`config.mk`:
```
export PLATFORM = sky130hd
export DESIGN_NAME = ntt_ctrl_top
export DESIGN_NICKNAME = d
export VERILOG_FILES = /design/src/ntt_ctrl_pkg.sv /design/src/ntt_round_seq.sv /design/src/ntt_addr_gen.sv /design/src/ntt_twiddle_gen.sv /design/src/ntt_ctrl_top.sv
export SDC_FILE = /design/constraint.sdc
export NUM_CORES = 1
export LEC_CHECK = 0
export BUFFER_PORTS_ARGS = -buffer_cell sky130_fd_sc_hd__buf_2
export CAP_MARGIN = 20
export CELL_PAD_IN_SITES_DETAIL_PLACEMENT = 0
export CELL_PAD_IN_SITES_GLOBAL_PLACEMENT = 2
export CORE_MARGIN = 8
export CORE_UTILIZATION = 34
export DETAILED_ROUTE_END_ITERATION = 6
export PLACE_DENSITY = 0.79
export SLEW_MARGIN = 5
export SYNTH_ARGS = -nofsm -noshare
export SYNTH_HDL_FRONTEND = slang
export SYNTH_SLANG_ARGS = --single-unit
```
`constraint.sdc`:
```
create_clock -name clk -period 5.4 [get_ports clk]
set_clock_uncertainty 0.15 [all_clocks]
set_input_delay 0.81 -clock clk [delete_from_list [all_inputs] [get_ports clk]]
set_output_delay 0.81 -clock clk [all_outputs]
set_load 0.02 [all_outputs]
```
`src/ntt_ctrl_pkg.sv`:
```
/*
 * Sizes and shared types for the NTT address and sequencing controller.
 * The polynomial is assumed to be 64 words of 4 coefficients in one memory.
 */
`default_nettype none

package ntt_ctrl_pkg;

    // --------------------------------------------------
    // Sizes
    // --------------------------------------------------
    // Memory word address and twiddle ROM address widths
    localparam int MEM_ADDR_WIDTH     = 15;
    localparam int TWIDDLE_ADDR_WIDTH = 7;

    // Transform shape
    localparam int NTT_NUM_ROUNDS     = 4;
    localparam int NTT_WORDS          = 64;
    localparam int NTT_STRIDE         = 16;

    // Counter width for one pass over the polynomial
    localparam int NTT_WORD_CNT_WIDTH = $clog2(NTT_WORDS);

    // --------------------------------------------------
    // Types
    // --------------------------------------------------
    typedef logic [MEM_ADDR_WIDTH-1:0] mem_addr_t;

    // Forward transform is Cooley-Tukey, inverse is Gentleman-Sande
    typedef enum logic {
        ct = 1'b0,
        gs = 1'b1
    } ntt_mode_e;

    // Buffer bases, captured once per transform
    typedef struct packed {
        mem_addr_t src;
        mem_addr_t interim;
        mem_addr_t dest;
    } ntt_base_addr_t;

    // Mode and round of the transform in progress
    typedef struct packed {
        ntt_mode_e  mode;
        logic [1:0] round;
    } round_ctx_t;

endpackage

`default_nettype wire

```
`src/ntt_round_seq.sv`:
```
/*
 * Round sequencer. The 64th write of a round always follows the last read,
 * so a round can only end in the draining state.
 */
`timescale 1ns/1ps
`default_nettype none

module ntt_round_seq
    import ntt_ctrl_pkg::*;
(
    input  wire            clk,
    input  wire            reset_n,
    input  wire            zeroize,
    input  wire            ntt_enable,
    input  wire ntt_mode_e      ntt_mode,
    input  wire ntt_base_addr_t ntt_mem_base_addr,
    input  wire            butterfly_ready,
    output round_ctx_t     round_ctx,
    output logic           round_start,
    output logic           rd_step,
    output logic           wr_step,
    output mem_addr_t      rd_base,
    output mem_addr_t      wr_base,
    output logic           busy,
    output logic           done
);

    typedef enum logic [1:0] {
        st_idle,
        st_read,
        st_drain,
        st_done
    } seq_state_e;

    seq_state_e                    state;
    seq_state_e                    state_nxt;
    ntt_base_addr_t                base_q;
    ntt_mode_e                     mode_q;
    logic [1:0]                    round_q;
    logic [NTT_WORD_CNT_WIDTH-1:0] rd_cnt;
    logic [NTT_WORD_CNT_WIDTH:0]   wr_cnt;
    logic                          not_busy;
    logic                          start;
    logic                          last_wr;
    logic                          last_round;
    ntt_base_addr_t                base_sel;
    logic [1:0]                    round_sel;

    // Round 0 reads src, odd rounds read interim, round 2 reads dest
    function automatic mem_addr_t pick_rd_base(ntt_base_addr_t b, logic [1:0] r);
        mem_addr_t a;
        if (r == 2'd0)
            a = b.src;
        else if (r[0])
            a = b.interim;
        else
            a = b.dest;
        return a;
    endfunction

    // Even rounds write interim, odd rounds write dest
    function automatic mem_addr_t pick_wr_base(ntt_base_addr_t b, logic [1:0] r);
        mem_addr_t a;
        a = r[0] ? b.dest : b.interim;
        return a;
    endfunction

    // --------------------------------------------------
    // Strobes
    // --------------------------------------------------
    always_comb begin
        // The done cycle counts as idle, so a new start is taken there too
        not_busy    = (state == st_idle) || (state == st_done);
        start       = not_busy && ntt_enable;
        busy        = (state == st_read) || (state == st_drain);
        done        = (state == st_done);
        rd_step     = (state == st_read);
        // Writes stop counting once the round has all 64
        wr_step     = butterfly_ready && busy && (wr_cnt < NTT_WORDS);
        last_wr     = wr_step && (state == st_drain) && (wr_cnt == NTT_WORDS - 1);
        last_round  = (round_q == 2'(NTT_NUM_ROUNDS - 1));
        round_start = start || (last_wr && !last_round);
    end

    // --------------------------------------------------
    // Base selection
    // --------------------------------------------------
    // At round start the bases look one round ahead so the address
    // generators load the right value on that edge
    always_comb begin
        base_sel        = not_busy ? ntt_mem_base_addr : base_q;
        if (round_start)
            round_sel   = not_busy ? 2'd0 : round_q + 2'd1;
        else
            round_sel   = round_q;
        rd_base         = pick_rd_base(base_sel, round_sel);
        wr_base         = pick_wr_base(base_sel, round_sel);
        round_ctx.mode  = mode_q;
        round_ctx.round = round_q;
    end

    // Next state
    always_comb begin
        state_nxt = state;
        case (state)
            st_idle:  state_nxt = start ? st_read : st_idle;
            st_read:  state_nxt = (rd_cnt == NTT_WORD_CNT_WIDTH'(NTT_WORDS - 1)) ?
                                  st_drain : st_read;
            st_drain: begin
                if (last_wr)
                    state_nxt = last_round ? st_done : st_read;
            end
            st_done:  state_nxt = start ? st_read : st_idle;
            default:  state_nxt = st_idle;
        endcase
    end

    always_ff @(posedge clk or negedge reset_n) begin
        if (!reset_n) begin
            state   <= st_idle;
            mode_q  <= ct;
            round_q <= 2'd0;
            rd_cnt  <= '0;
            wr_cnt  <= '0;
        end else if (zeroize) begin
            state   <= st_idle;
            mode_q  <= ct;
            round_q <= 2'd0;
            rd_cnt  <= '0;
            wr_cnt  <= '0;
        end else begin
            state <= state_nxt;
            if (start)
                mode_q <= ntt_mode;
            // Round index restarts with the transform
            if (start)
                round_q <= 2'd0;
            else if (round_start)
                round_q <= round_q + 2'd1;
            // Per-round read and write counts
            if (round_start) begin
                rd_cnt <= '0;
                wr_cnt <= '0;
            end else begin
                if (rd_step)
                    rd_cnt <= rd_cnt + 1'b1;
                if (wr_step)
                    wr_cnt <= wr_cnt + 1'b1;
            end
        end
    end

    // Bases held for the whole transform
    always_ff @(posedge clk) begin
        if (start)
            base_q <= ntt_mem_base_addr;
    end

endmodule

`default_nettype wire

```
`src/ntt_addr_gen.sv`:
```
/*
 * Memory address counter over one 64-word region starting at base.
 * Strided order visits columns 0, 16, 32, 48 and then moves one word on.
 */
`timescale 1ns/1ps
`default_nettype none

module ntt_addr_gen
    import ntt_ctrl_pkg::*;
(
    input  wire       clk,
    input  wire       reset_n,
    input  wire       zeroize,
    input  wire       round_start,
    input  wire       step,
    input  wire mem_addr_t base,
    input  wire       strided,
    output mem_addr_t addr
);

    logic [MEM_ADDR_WIDTH:0]   addr_sum;
    logic [MEM_ADDR_WIDTH:0]   addr_last;
    logic                      wrap;
    mem_addr_t                 addr_nxt;

    // --------------------------------------------------
    // Next address
    // --------------------------------------------------
    // One extra bit so the sum cannot overflow past the region end
    always_comb begin
        if (strided)
            addr_sum = {1'b0, addr} + (MEM_ADDR_WIDTH + 1)'(NTT_STRIDE);
        else
            addr_sum = {1'b0, addr} + 1'b1;
        addr_last = {1'b0, base} + (MEM_ADDR_WIDTH + 1)'(NTT_WORDS - 1);
        wrap      = (addr_sum > addr_last);

        // Strided wrap lands on the next column, e.g. base+48 to base+1
        if (!wrap)
            addr_nxt = addr_sum[MEM_ADDR_WIDTH-1:0];
        else if (strided)
            addr_nxt = MEM_ADDR_WIDTH'(addr_sum - (MEM_ADDR_WIDTH + 1)'(NTT_WORDS - 1));
        else
            addr_nxt = base;
    end

    // Address register, restart has priority over step
    always_ff @(posedge clk or negedge reset_n) begin
        if (!reset_n)
            addr <= '0;
        else if (zeroize)
            addr <= '0;
        else if (round_start)
            addr <= base;
        else if (step)
            addr <= addr_nxt;
    end

endmodule

`default_nettype wire

```
`src/ntt_twiddle_gen.sv`:
```
/*
 * Twiddle ROM addressing. bf_enable trails the read strobe by one cycle,
 * matching a single-cycle memory read latency.
 */
`timescale 1ns/1ps
`default_nettype none

module ntt_twiddle_gen
    import ntt_ctrl_pkg::*;
(
    input  wire             clk,
    input  wire             reset_n,
    input  wire             zeroize,
    input  wire round_ctx_t round_ctx,
    input  wire             round_start,
    input  wire             rd_step,
    output logic            bf_enable,
    output logic [TWIDDLE_ADDR_WIDTH-1:0] twiddle_addr
);

    logic                          is_ct;
    logic [TWIDDLE_ADDR_WIDTH-1:0] idx;
    logic [TWIDDLE_ADDR_WIDTH-1:0] idx_end;
    logic [TWIDDLE_ADDR_WIDTH-1:0] idx_offset;

    // --------------------------------------------------
    // Per-round index range and ROM offset
    // --------------------------------------------------
    // ct grows the twiddle set each round, gs shrinks it
    always_comb begin
        is_ct = (round_ctx.mode == ct);
        case (round_ctx.round)
            2'd0: begin
                idx_end    = is_ct ? 'd0 : 'd63;
                idx_offset = 'd0;
            end
            2'd1: begin
                idx_end    = is_ct ? 'd3 : 'd15;
                idx_offset = is_ct ? 'd1 : 'd64;
            end
            2'd2: begin
                idx_end    = is_ct ? 'd15 : 'd3;
                idx_offset = is_ct ? 'd5 : 'd80;
            end
            default: begin
                idx_end    = is_ct ? 'd63 : 'd0;
                idx_offset = is_ct ? 'd21 : 'd84;
            end
        endcase
        twiddle_addr = idx + idx_offset;
    end

    // Butterfly enable, one cycle behind the read
    always_ff @(posedge clk or negedge reset_n) begin
        if (!reset_n)
            bf_enable <= 1'b0;
        else if (zeroize)
            bf_enable <= 1'b0;
        else
            bf_enable <= rd_step;
    end

    // Index wraps at the round's end value
    always_ff @(posedge clk or negedge reset_n) begin
        if (!reset_n)
            idx <= '0;
        else if (zeroize)
            idx <= '0;
        else if (round_start)
            idx <= '0;
        else if (bf_enable)
            idx <= (idx == idx_end) ? '0 : idx + 1'b1;
    end

endmodule

`default_nettype wire

```
`src/ntt_ctrl_top.sv`:
```
/*
 * NTT address and sequencing controller top. Reads never stall, and writes
 * follow butterfly_ready directly with no buffering.
 */
`timescale 1ns/1ps
`default_nettype none

module ntt_ctrl_top
    import ntt_ctrl_pkg::*;
(
    input  wire                 clk,
    input  wire                 reset_n,
    input  wire                 zeroize,
    input  wire                 ntt_enable,
    input  wire ntt_mode_e      ntt_mode,
    input  wire ntt_base_addr_t ntt_mem_base_addr,
    input  wire                 butterfly_ready,
    output logic                mem_rd_en,
    output mem_addr_t           mem_rd_addr,
    output logic                mem_wr_en,
    output mem_addr_t           mem_wr_addr,
    output logic                bf_enable,
    output logic [TWIDDLE_ADDR_WIDTH-1:0] twiddle_addr,
    output logic                busy,
    output logic                done
);

    round_ctx_t round_ctx;
    logic       round_start;
    mem_addr_t  rd_base;
    mem_addr_t  wr_base;
    logic       rd_strided;
    logic       wr_strided;

    // ct reads strided and writes linear, gs does the opposite
    assign rd_strided = (round_ctx.mode == ct);
    assign wr_strided = (round_ctx.mode == gs);

    // --------------------------------------------------
    // Sequencer
    // --------------------------------------------------
    ntt_round_seq u_seq (
        .clk               (clk),
        .reset_n           (reset_n),
        .zeroize           (zeroize),
        .ntt_enable        (ntt_enable),
        .ntt_mode          (ntt_mode),
        .ntt_mem_base_addr (ntt_mem_base_addr),
        .butterfly_ready   (butterfly_ready),
        .round_ctx         (round_ctx),
        .round_start       (round_start),
        .rd_step           (mem_rd_en),
        .wr_step           (mem_wr_en),
        .rd_base           (rd_base),
        .wr_base           (wr_base),
        .busy              (busy),
        .done              (done)
    );

    // Read and write address counters
    ntt_addr_gen u_rd_addr (
        .clk         (clk),
        .reset_n     (reset_n),
        .zeroize     (zeroize),
        .round_start (round_start),
        .step        (mem_rd_en),
        .base        (rd_base),
        .strided     (rd_strided),
        .addr        (mem_rd_addr)
    );

    ntt_addr_gen u_wr_addr (
        .clk         (clk),
        .reset_n     (reset_n),
        .zeroize     (zeroize),
        .round_start (round_start),
        .step        (mem_wr_en),
        .base        (wr_base),
        .strided     (wr_strided),
        .addr        (mem_wr_addr)
    );

    // Twiddle ROM address and butterfly enable
    ntt_twiddle_gen u_twiddle (
        .clk          (clk),
        .reset_n      (reset_n),
        .zeroize      (zeroize),
        .round_ctx    (round_ctx),
        .round_start  (round_start),
        .rd_step      (mem_rd_en),
        .bf_enable    (bf_enable),
        .twiddle_addr (twiddle_addr)
    );

endmodule

`default_nettype wire

```
* Yosys cells after proc, flatten, opt, wreduce, memory -nomap -nowiden
Index checks and enable logic that the tools add are counted.
** Cells by class
- $add $sub $neg :: 13
- Order comparisons :: 3
- Equal/unequal tests :: 10
- Mux-type cells :: 49
- Reductions and logical operators :: 19
** Operators with widths (number)
- two-way mux 15 bit :: 13
- two-way mux 7 bit :: 10
- two-way mux 45 bit :: 1
- case mux 7 bit (3 select lines) :: 2
- adder 15 x 1 -> 16 bit, second input constant :: 2
- adder 15 x 5 -> 16 bit, second input constant :: 2
- adder 15 x 6 -> 16 bit, second input constant :: 2
- > comparator 16 bit :: 2
- two-way mux 16 bit :: 2
- two-way mux 6 bit :: 5
- subtractor 15 x 6 -> 15 bit, second input constant :: 2
- two-way mux 2 bit :: 9
- adder 7 x 1 -> 7 bit, second input constant :: 2
- nonzero test 3 bit :: 4
- == test 2 bit, second input constant :: 4
- two-way mux 4 bit :: 2
- adder 7 bit :: 1
- == test 7 x 6 -> 1 bit, second input constant :: 1
- == test 7 bit :: 1
- < comparator 7 bit, second input constant :: 1
- adder 6 x 1 -> 6 bit, second input constant :: 1
- == test 6 bit, second input constant :: 1
- logical AND 1 bit :: 6
- logical NOT 2 bit :: 3
- other kinds (9) :: 15
** Word-level totals
- Register bits after elaboration :: 101
- Input port bits :: 51

* Longest topological paths before layout
- Word-level depth :: 17
- Depth in mapped cells :: 26
- Depth with buffers taken out :: 22

* Hierarchy
A second synthesis with hierarchy kept.
** Unflattened totals
- Cell total of the unflattened synthesis :: 980
- Area total of the unflattened synthesis :: 9076.2 sq um
** Modules (own cells, without submodules)
- ntt_addr_gen :: instances 2, cells an instance 324, area an instance 2473.6 sq um, seq. area each 375.4 sq um
- ntt_round_seq :: instances 1, cells an instance 238, area an instance 3283.1 sq um, seq. area each 1801.7 sq um
- ntt_twiddle_gen :: instances 1, cells an instance 93, area an instance 842.1 sq um, seq. area each 200.2 sq um
- ntt_ctrl_top :: instances 1, cells an instance 1, area an instance 3.8 sq um, seq. area each 0.0 sq um

* Worst setup path after synthesis
Ideal clock, no wire load.
- Path kind :: register -> register
- From :: register u_seq.state[0]
- To :: register u_wr_addr.addr[11]
- Setup time :: 0.126 ns
- Arrival :: 5.252 ns
- Data required time :: 5.124 ns
- Slack :: -0.128 ns
- Stages on the path, launching flop included :: 25
- Path buffers :: 5
- Clock period less this slack :: 5.528 ns
- Path through :: dfrtp_1 > inv_1 > ha_1 > buf_6 > nand2_4 > inv_2 > buf_6 > nor2_1 > mux2i_4 > buf_6 > clkbuf_1 > mux2_2 > ha_1 > and4b_1 > clkbuf_1 > nor3b_1 > xnor2_1 > ha_1 > nand4_1 > nor3_1 > o21ai_0 > a21o_1 > o21ai_1 > a221oi_1 > a221o_1
** RTL lines
- start, declared :: RTL line ntt_round_seq.sv:35 : seq_state_e state;
- start signal, assigned :: RTL line ntt_round_seq.sv:120 : state <= st_idle;
- start signal, assigned :: RTL line ntt_round_seq.sv:126 : state <= st_idle;
- start signal, assigned :: RTL line ntt_round_seq.sv:132 : state <= state_nxt;
- == test 2 bit / logical NOT 2 bit (equally long branches) :: RTL line ntt_round_seq.sv:73 : not_busy = (state == st_idle) || (state == st_done);
- logical OR 1 bit * :: RTL line ntt_round_seq.sv:73
- logical AND 1 bit * :: RTL line ntt_round_seq.sv:74 : start = not_busy && ntt_enable;
- via u_seq.start :: RTL line ntt_round_seq.sv:43 : logic start;
- logical OR 1 bit * :: RTL line ntt_round_seq.sv:82 : round_start = start || (last_wr && !last_round);
- two-way mux 2 bit :: RTL line ntt_round_seq.sv:92 : if (round_start)
- two-way mux 15 bit :: RTL line ntt_round_seq.sv:64 : a = r[0] ? b.dest : b.interim;
- adder 15 x 6 -> 16 bit :: RTL line ntt_addr_gen.sv:35 : addr_last = {1'b0, base} + (MEM_ADDR_WIDTH + 1)'(NTT_WORDS - 1);
- > comparator 16 bit :: RTL line ntt_addr_gen.sv:36 : wrap = (addr_sum > addr_last);
- two-way mux 15 bit :: RTL line ntt_addr_gen.sv:39 : if (!wrap)
- two-way mux 15 bit :: RTL line ntt_addr_gen.sv:55 : else if (step)
- two-way mux 15 bit :: RTL line ntt_addr_gen.sv:53 : else if (round_start)
- two-way mux 15 bit :: RTL line ntt_addr_gen.sv:51 : else if (zeroize)
- end signal, assigned :: RTL line ntt_addr_gen.sv:54 : addr <= base;
- end signal, assigned :: RTL line ntt_addr_gen.sv:56 : addr <= addr_nxt;
- end, declared :: RTL line ntt_addr_gen.sv:18 : output mem_addr_t addr
Mark *: on every way through the listed nets, which the timed path passes. The rest lies on a longest branch. The select of a mux whose other input is x is not followed.
A chain may end at the register's enable or synchronous reset.

* Final worst setup path
- From :: register u_seq.state[0]
- To :: register u_rd_addr.addr[3]
** On the way
- Word-level cells in the longest chain between the ends :: 17
** RTL lines
- == test 2 x 1 -> 1 bit / == test 2 bit (equally long branches) :: RTL line ntt_round_seq.sv:75, ntt_round_seq.sv:77, ntt_round_seq.sv:80
- logical OR 1 bit :: RTL line ntt_round_seq.sv:75 : busy = (state == st_read) || (state == st_drain);
- logical AND 1 bit (2 in a row) :: RTL line ntt_round_seq.sv:79 : wr_step = butterfly_ready && busy && (wr_cnt < NTT_WORDS);
- logical AND 1 bit (2 in a row) :: RTL line ntt_round_seq.sv:80 : last_wr = wr_step && (state == st_drain) && (wr_cnt == NTT_WORDS - 1);
- logical AND 1 bit :: RTL line ntt_round_seq.sv:82
- logical OR 1 bit :: RTL line ntt_round_seq.sv:82
- two-way mux 2 bit :: RTL line ntt_round_seq.sv:92
- two-way mux 15 bit / logical NOT 2 bit (equally long branches) :: RTL line ntt_round_seq.sv:54, ntt_round_seq.sv:52
- two-way mux 15 bit :: RTL line ntt_round_seq.sv:52 : if (r == 2'd0)
- adder 15 x 6 -> 16 bit :: RTL line ntt_addr_gen.sv:35
- > comparator 16 bit :: RTL line ntt_addr_gen.sv:36
- two-way mux 15 bit :: RTL line ntt_addr_gen.sv:39
- two-way mux 15 bit :: RTL line ntt_addr_gen.sv:55
- two-way mux 15 bit :: RTL line ntt_addr_gen.sv:53
- two-way mux 15 bit :: RTL line ntt_addr_gen.sv:51
- end signal, assigned :: RTL line ntt_addr_gen.sv:54
- end signal, assigned :: RTL line ntt_addr_gen.sv:56
- end, declared :: RTL line ntt_addr_gen.sv:18
Parallel ways exist; a longest one is shown, timed or not. The select of a mux whose other input is x is not followed.

==> impl_metrics.csv <==
group,metric,value,unit
run_status,status,"finished, final reports clean",
synthesis,synthMuxAreaShare,8.53,%
power,peakVddDrop,142,uV
timing,postLayoutSetupSlackWorst,0.0863,ns
timing,hold_violations,0,
timing,max_slew_margin,35.2,%
floorplanning,rows,59,
synthesis,yosysUniqueCellTypes,92,
setup_path,worstPathRequired,5.49,ns
setup_path,crit_type,"flop to flop",
clocking,clock_path_buffers,2,
clocking,numCtsBuffers,9,
synthesis,synth_ff_type,"dfrtp_1",
power,p_leak,4.62,nW
power,swShare,40.8,%
synthesis,syn_area,8880,sq um
placed_design,dpl_cell_area,10000,sq um
global_route,grt_usage,18.7,%
global_route,grt_pass1_vias,8000,
timing,layout_min_cycle_time,5.31,ns
synthesis,synth-edff-count,45,
floorplanning,core,25800,sq um
flow_run,maxCapViolCount,0,
timing,rsz0062_at_grt,"yes",
finish,mostFrequentLayoutCells,"92 x buf_2, 85 x nand2_1, 79 x nor2_1",
finish,final_common_cell,"buf_2",
power,p_seq_share,34.3,%
synthesis,yosysWarningCount,0,
setup_path,r2r_slack,0.09,ns
clocking,h-tree-depth,3,
setup_path,critPathCaptureType,"flop",
synthesis,synth_area_per_cell,8.72,sq um
timing,tightest_slew,0.972,ns
power,combPwrFrac,40.1,%
power,p_per_area,266,nW/um^2
synthesis,yosys_register_bits,101,
global_route,grt_pass1_wl,46500,um
setup_path,crit-reg2reg-launch,"u_seq.state[0]",
worst_hold_path,hold_class,"input pin to async pin",
clocking,clkLatencyLatePin,0.37,ns
placed_design,gp_routability_congestion,0.881,
setup_path,reg2reg_to,"u_rd_addr.addr[3]",
timing,hold_ws,0.323,ns
clocking,cts_sinks,101,
timing,fmax,0.188,GHz
floorplanning,start_util,34.4,%
setup_path,start_kind,"flop",
synthesis,async_reset_ff_share,55.4,%
synthesis,synthCells,1019,
synthesis,synth_top_family_by_area,"simple AND/OR/NAND/NOR gates",
power,internal_power,0.00167,W
timing,setup_viol,0,
finish,final_nets,1246,
finish,antennaDiodeCount,0,
synthesis,synth-simple-area-share,21.1,%
power,power_frac_clock,25.6,%
clocking,cts_hold_buf,0,
placed_design,port_buffers,92,
timing,setup_tns,0,ns
global_route,grt_max_degree,47,
clocking,clock-root-buffer,"clkbuf_16",
routing,first_pass_iters,5,
global_route,antenna_found_initial,2,
floorplanning,dieHeight,178,um
finish,stdcell_area,10600,sq um
routing,vias,8333,
synthesis,syn-num-nets,1124,
global_route,overflow,0,
setup_path,r2r_cells,24,
setup_path,crit_arrival,5.40,ns
synthesis,ys_seq_area_share,31.0,%
finish,area_growth,19.3,%
synthesis,synth_adder_area_share,7.60,%
routing,via_per_inst,5.63,
floorplanning,dieArea,31600,sq um
placed_design,post-place-ws,0.0200,ns
floorplanning,ioPinCount,93,
floorplanning,die_w,178,um
placed_design,hpwl,22900,um
routing,ant_nets,0,
synthesis,synth_xor_area_share,7.00,%
finish,drive_above_1_share,22.3,%
routing,drt_iter0_markers,607,
setup_path,crit_fanout,11,
synthesis,synth-compound-area-share,19.8,%
clocking,cts_tree,"built",
routing,routed_wl,29900,um
clocking,cts.clk_slew.worst_paths,0.09,ns
power,switching_power,0.00115,W
timing,min_period_over_period,98.4,%
routing,wl_per_cell,20.2,um
routing,post-route-drc-count,0,
timing,finalMaxSlewViolations,0,
==> critical path, stage by stage (launching register included) <==
cell      delay (ns)
dfrtp_1         0.39
inv_2           0.07
ha_4            0.23
and4bb_4        0.33
and3_4          0.24
mux2i_4         0.31
buf_4           0.25
o211ai_1        0.14
o211a_1         0.28
nor3_1          0.23
buf_4           0.17
a21boi_0        0.10
xnor2_1         0.16
ha_1            0.33
a21oi_1         0.21
a211oi_2        0.10
a211oi_2        0.29
a21boi_4        0.11
buf_4           0.15
buf_6           0.12
buf_4           0.15
o21bai_1        0.15
a221o_1         0.30
a21oi_1         0.14
o21ai_0         0.08
==> sequential cells by signal, summed over array words and instances, names as in the netlist <==
register             count
u_seq.rd_cnt             6
u_seq.base_q            45
u_seq.mode_q             1
u_twiddle.idx            7
u_seq.state              2
u_rd_addr.addr          15
u_seq.round_q            2
u_wr_addr.addr          15
u_seq.wr_cnt             7
u_twiddle.bf_enable      1
==> per-stage QoR <==
step	power [W]	std cells	util [%]
2_1_floorplan	0.00169	1019	-
3_3_place_gp	0.00206	1453	38.7
3_5_place_dp	0.00206	1453	38.7
4_1_cts	0.00280	1469	40.0
5_1_grt	0.00300	1481	41.0
6_report	0.00282	1481	41.0
==> Yosys cell counts, types with 25 or more instances <==
cell type	n	area, sq um
inv_1	46	173
xnor2_1	47	412
ha_1	54	676
nor3_1	25	125
a21oi_1	63	315
clkbuf_1	29	109
nand4_1	25	156
nand2_1	86	323
nor2_1	79	297
nand3_1	36	180
mux2i_1	45	450
edfxtp_1	45	1350
dfrtp_1	56	1400
o21ai_0	57	285
==> final cells by class <==
type / instances / area (sq um)
Inverter: 48 / 180
Timing Repair Buffer: 164 / 1070
Fill cell: 2627 / 15200
Sequential cell: 101 / 2750
Tap cell: 335 / 419
Clock buffer: 9 / 225
Clock inverter: 7 / 96.3
Multi-Input combinational cell: 817 / 5860
==> how the worst max path moves through the flow <==
stage,from,to,slack (ns),cells past startpoint
final,u_seq.state[0],u_rd_addr.addr[3],0.09,24
after CTS,u_seq.state[0],u_rd_addr.addr[8],0.01,21
after detailed placement,butterfly_ready,u_rd_addr.addr[8],0.02,20
after global routing,u_seq.state[0],u_rd_addr.addr[2],-0.19,22
after global placement,butterfly_ready,u_rd_addr.addr[8],0.06,20
after floorplan,u_seq.state[0],u_wr_addr.addr[2],0.02,25
==> timing repair <==
item | 4_1_cts | 5_1_grt
buffers inserted | 0 | 10
setup endpoints to repair | 0 | 30
gates resized for setup | 0 | 39
==> logic make-up after synthesis <==
| family | count (synthesis) |
|---|---|
| compound gates | 265 |
| fa+ha+maj | 54 |
| mux | 66 |
| flops | 101 |
| buf+inv | 102 |
| simple gates | 360 |
| xor+xnor | 71 |
==> layer usage <==
layer	track usage [%]	up-vias	wire length (um)
met5	0	-	8
met4	4.06	2	455
met3	3.40	27	1830
met2	29.4	276	13400
met1	26.3	3968	14200
li1	-	4060	-
==> power by group through the flow <==
| stage | clock network [W] | logic, W | registers, W |
|---|---|---|---|
| detailed placement | 0 | 0.00108 | 0.000984 |
| global placement | 0 | 0.00108 | 0.000984 |
| finish | 0.000722 | 0.00113 | 0.000968 |
| floorplan | 0 | 0.000706 | 0.000988 |
| global route | 0.000764 | 0.00125 | 0.000981 |
| CTS | 0.000744 | 0.00109 | 0.000968 |
(Power assumes the default switching activity.)
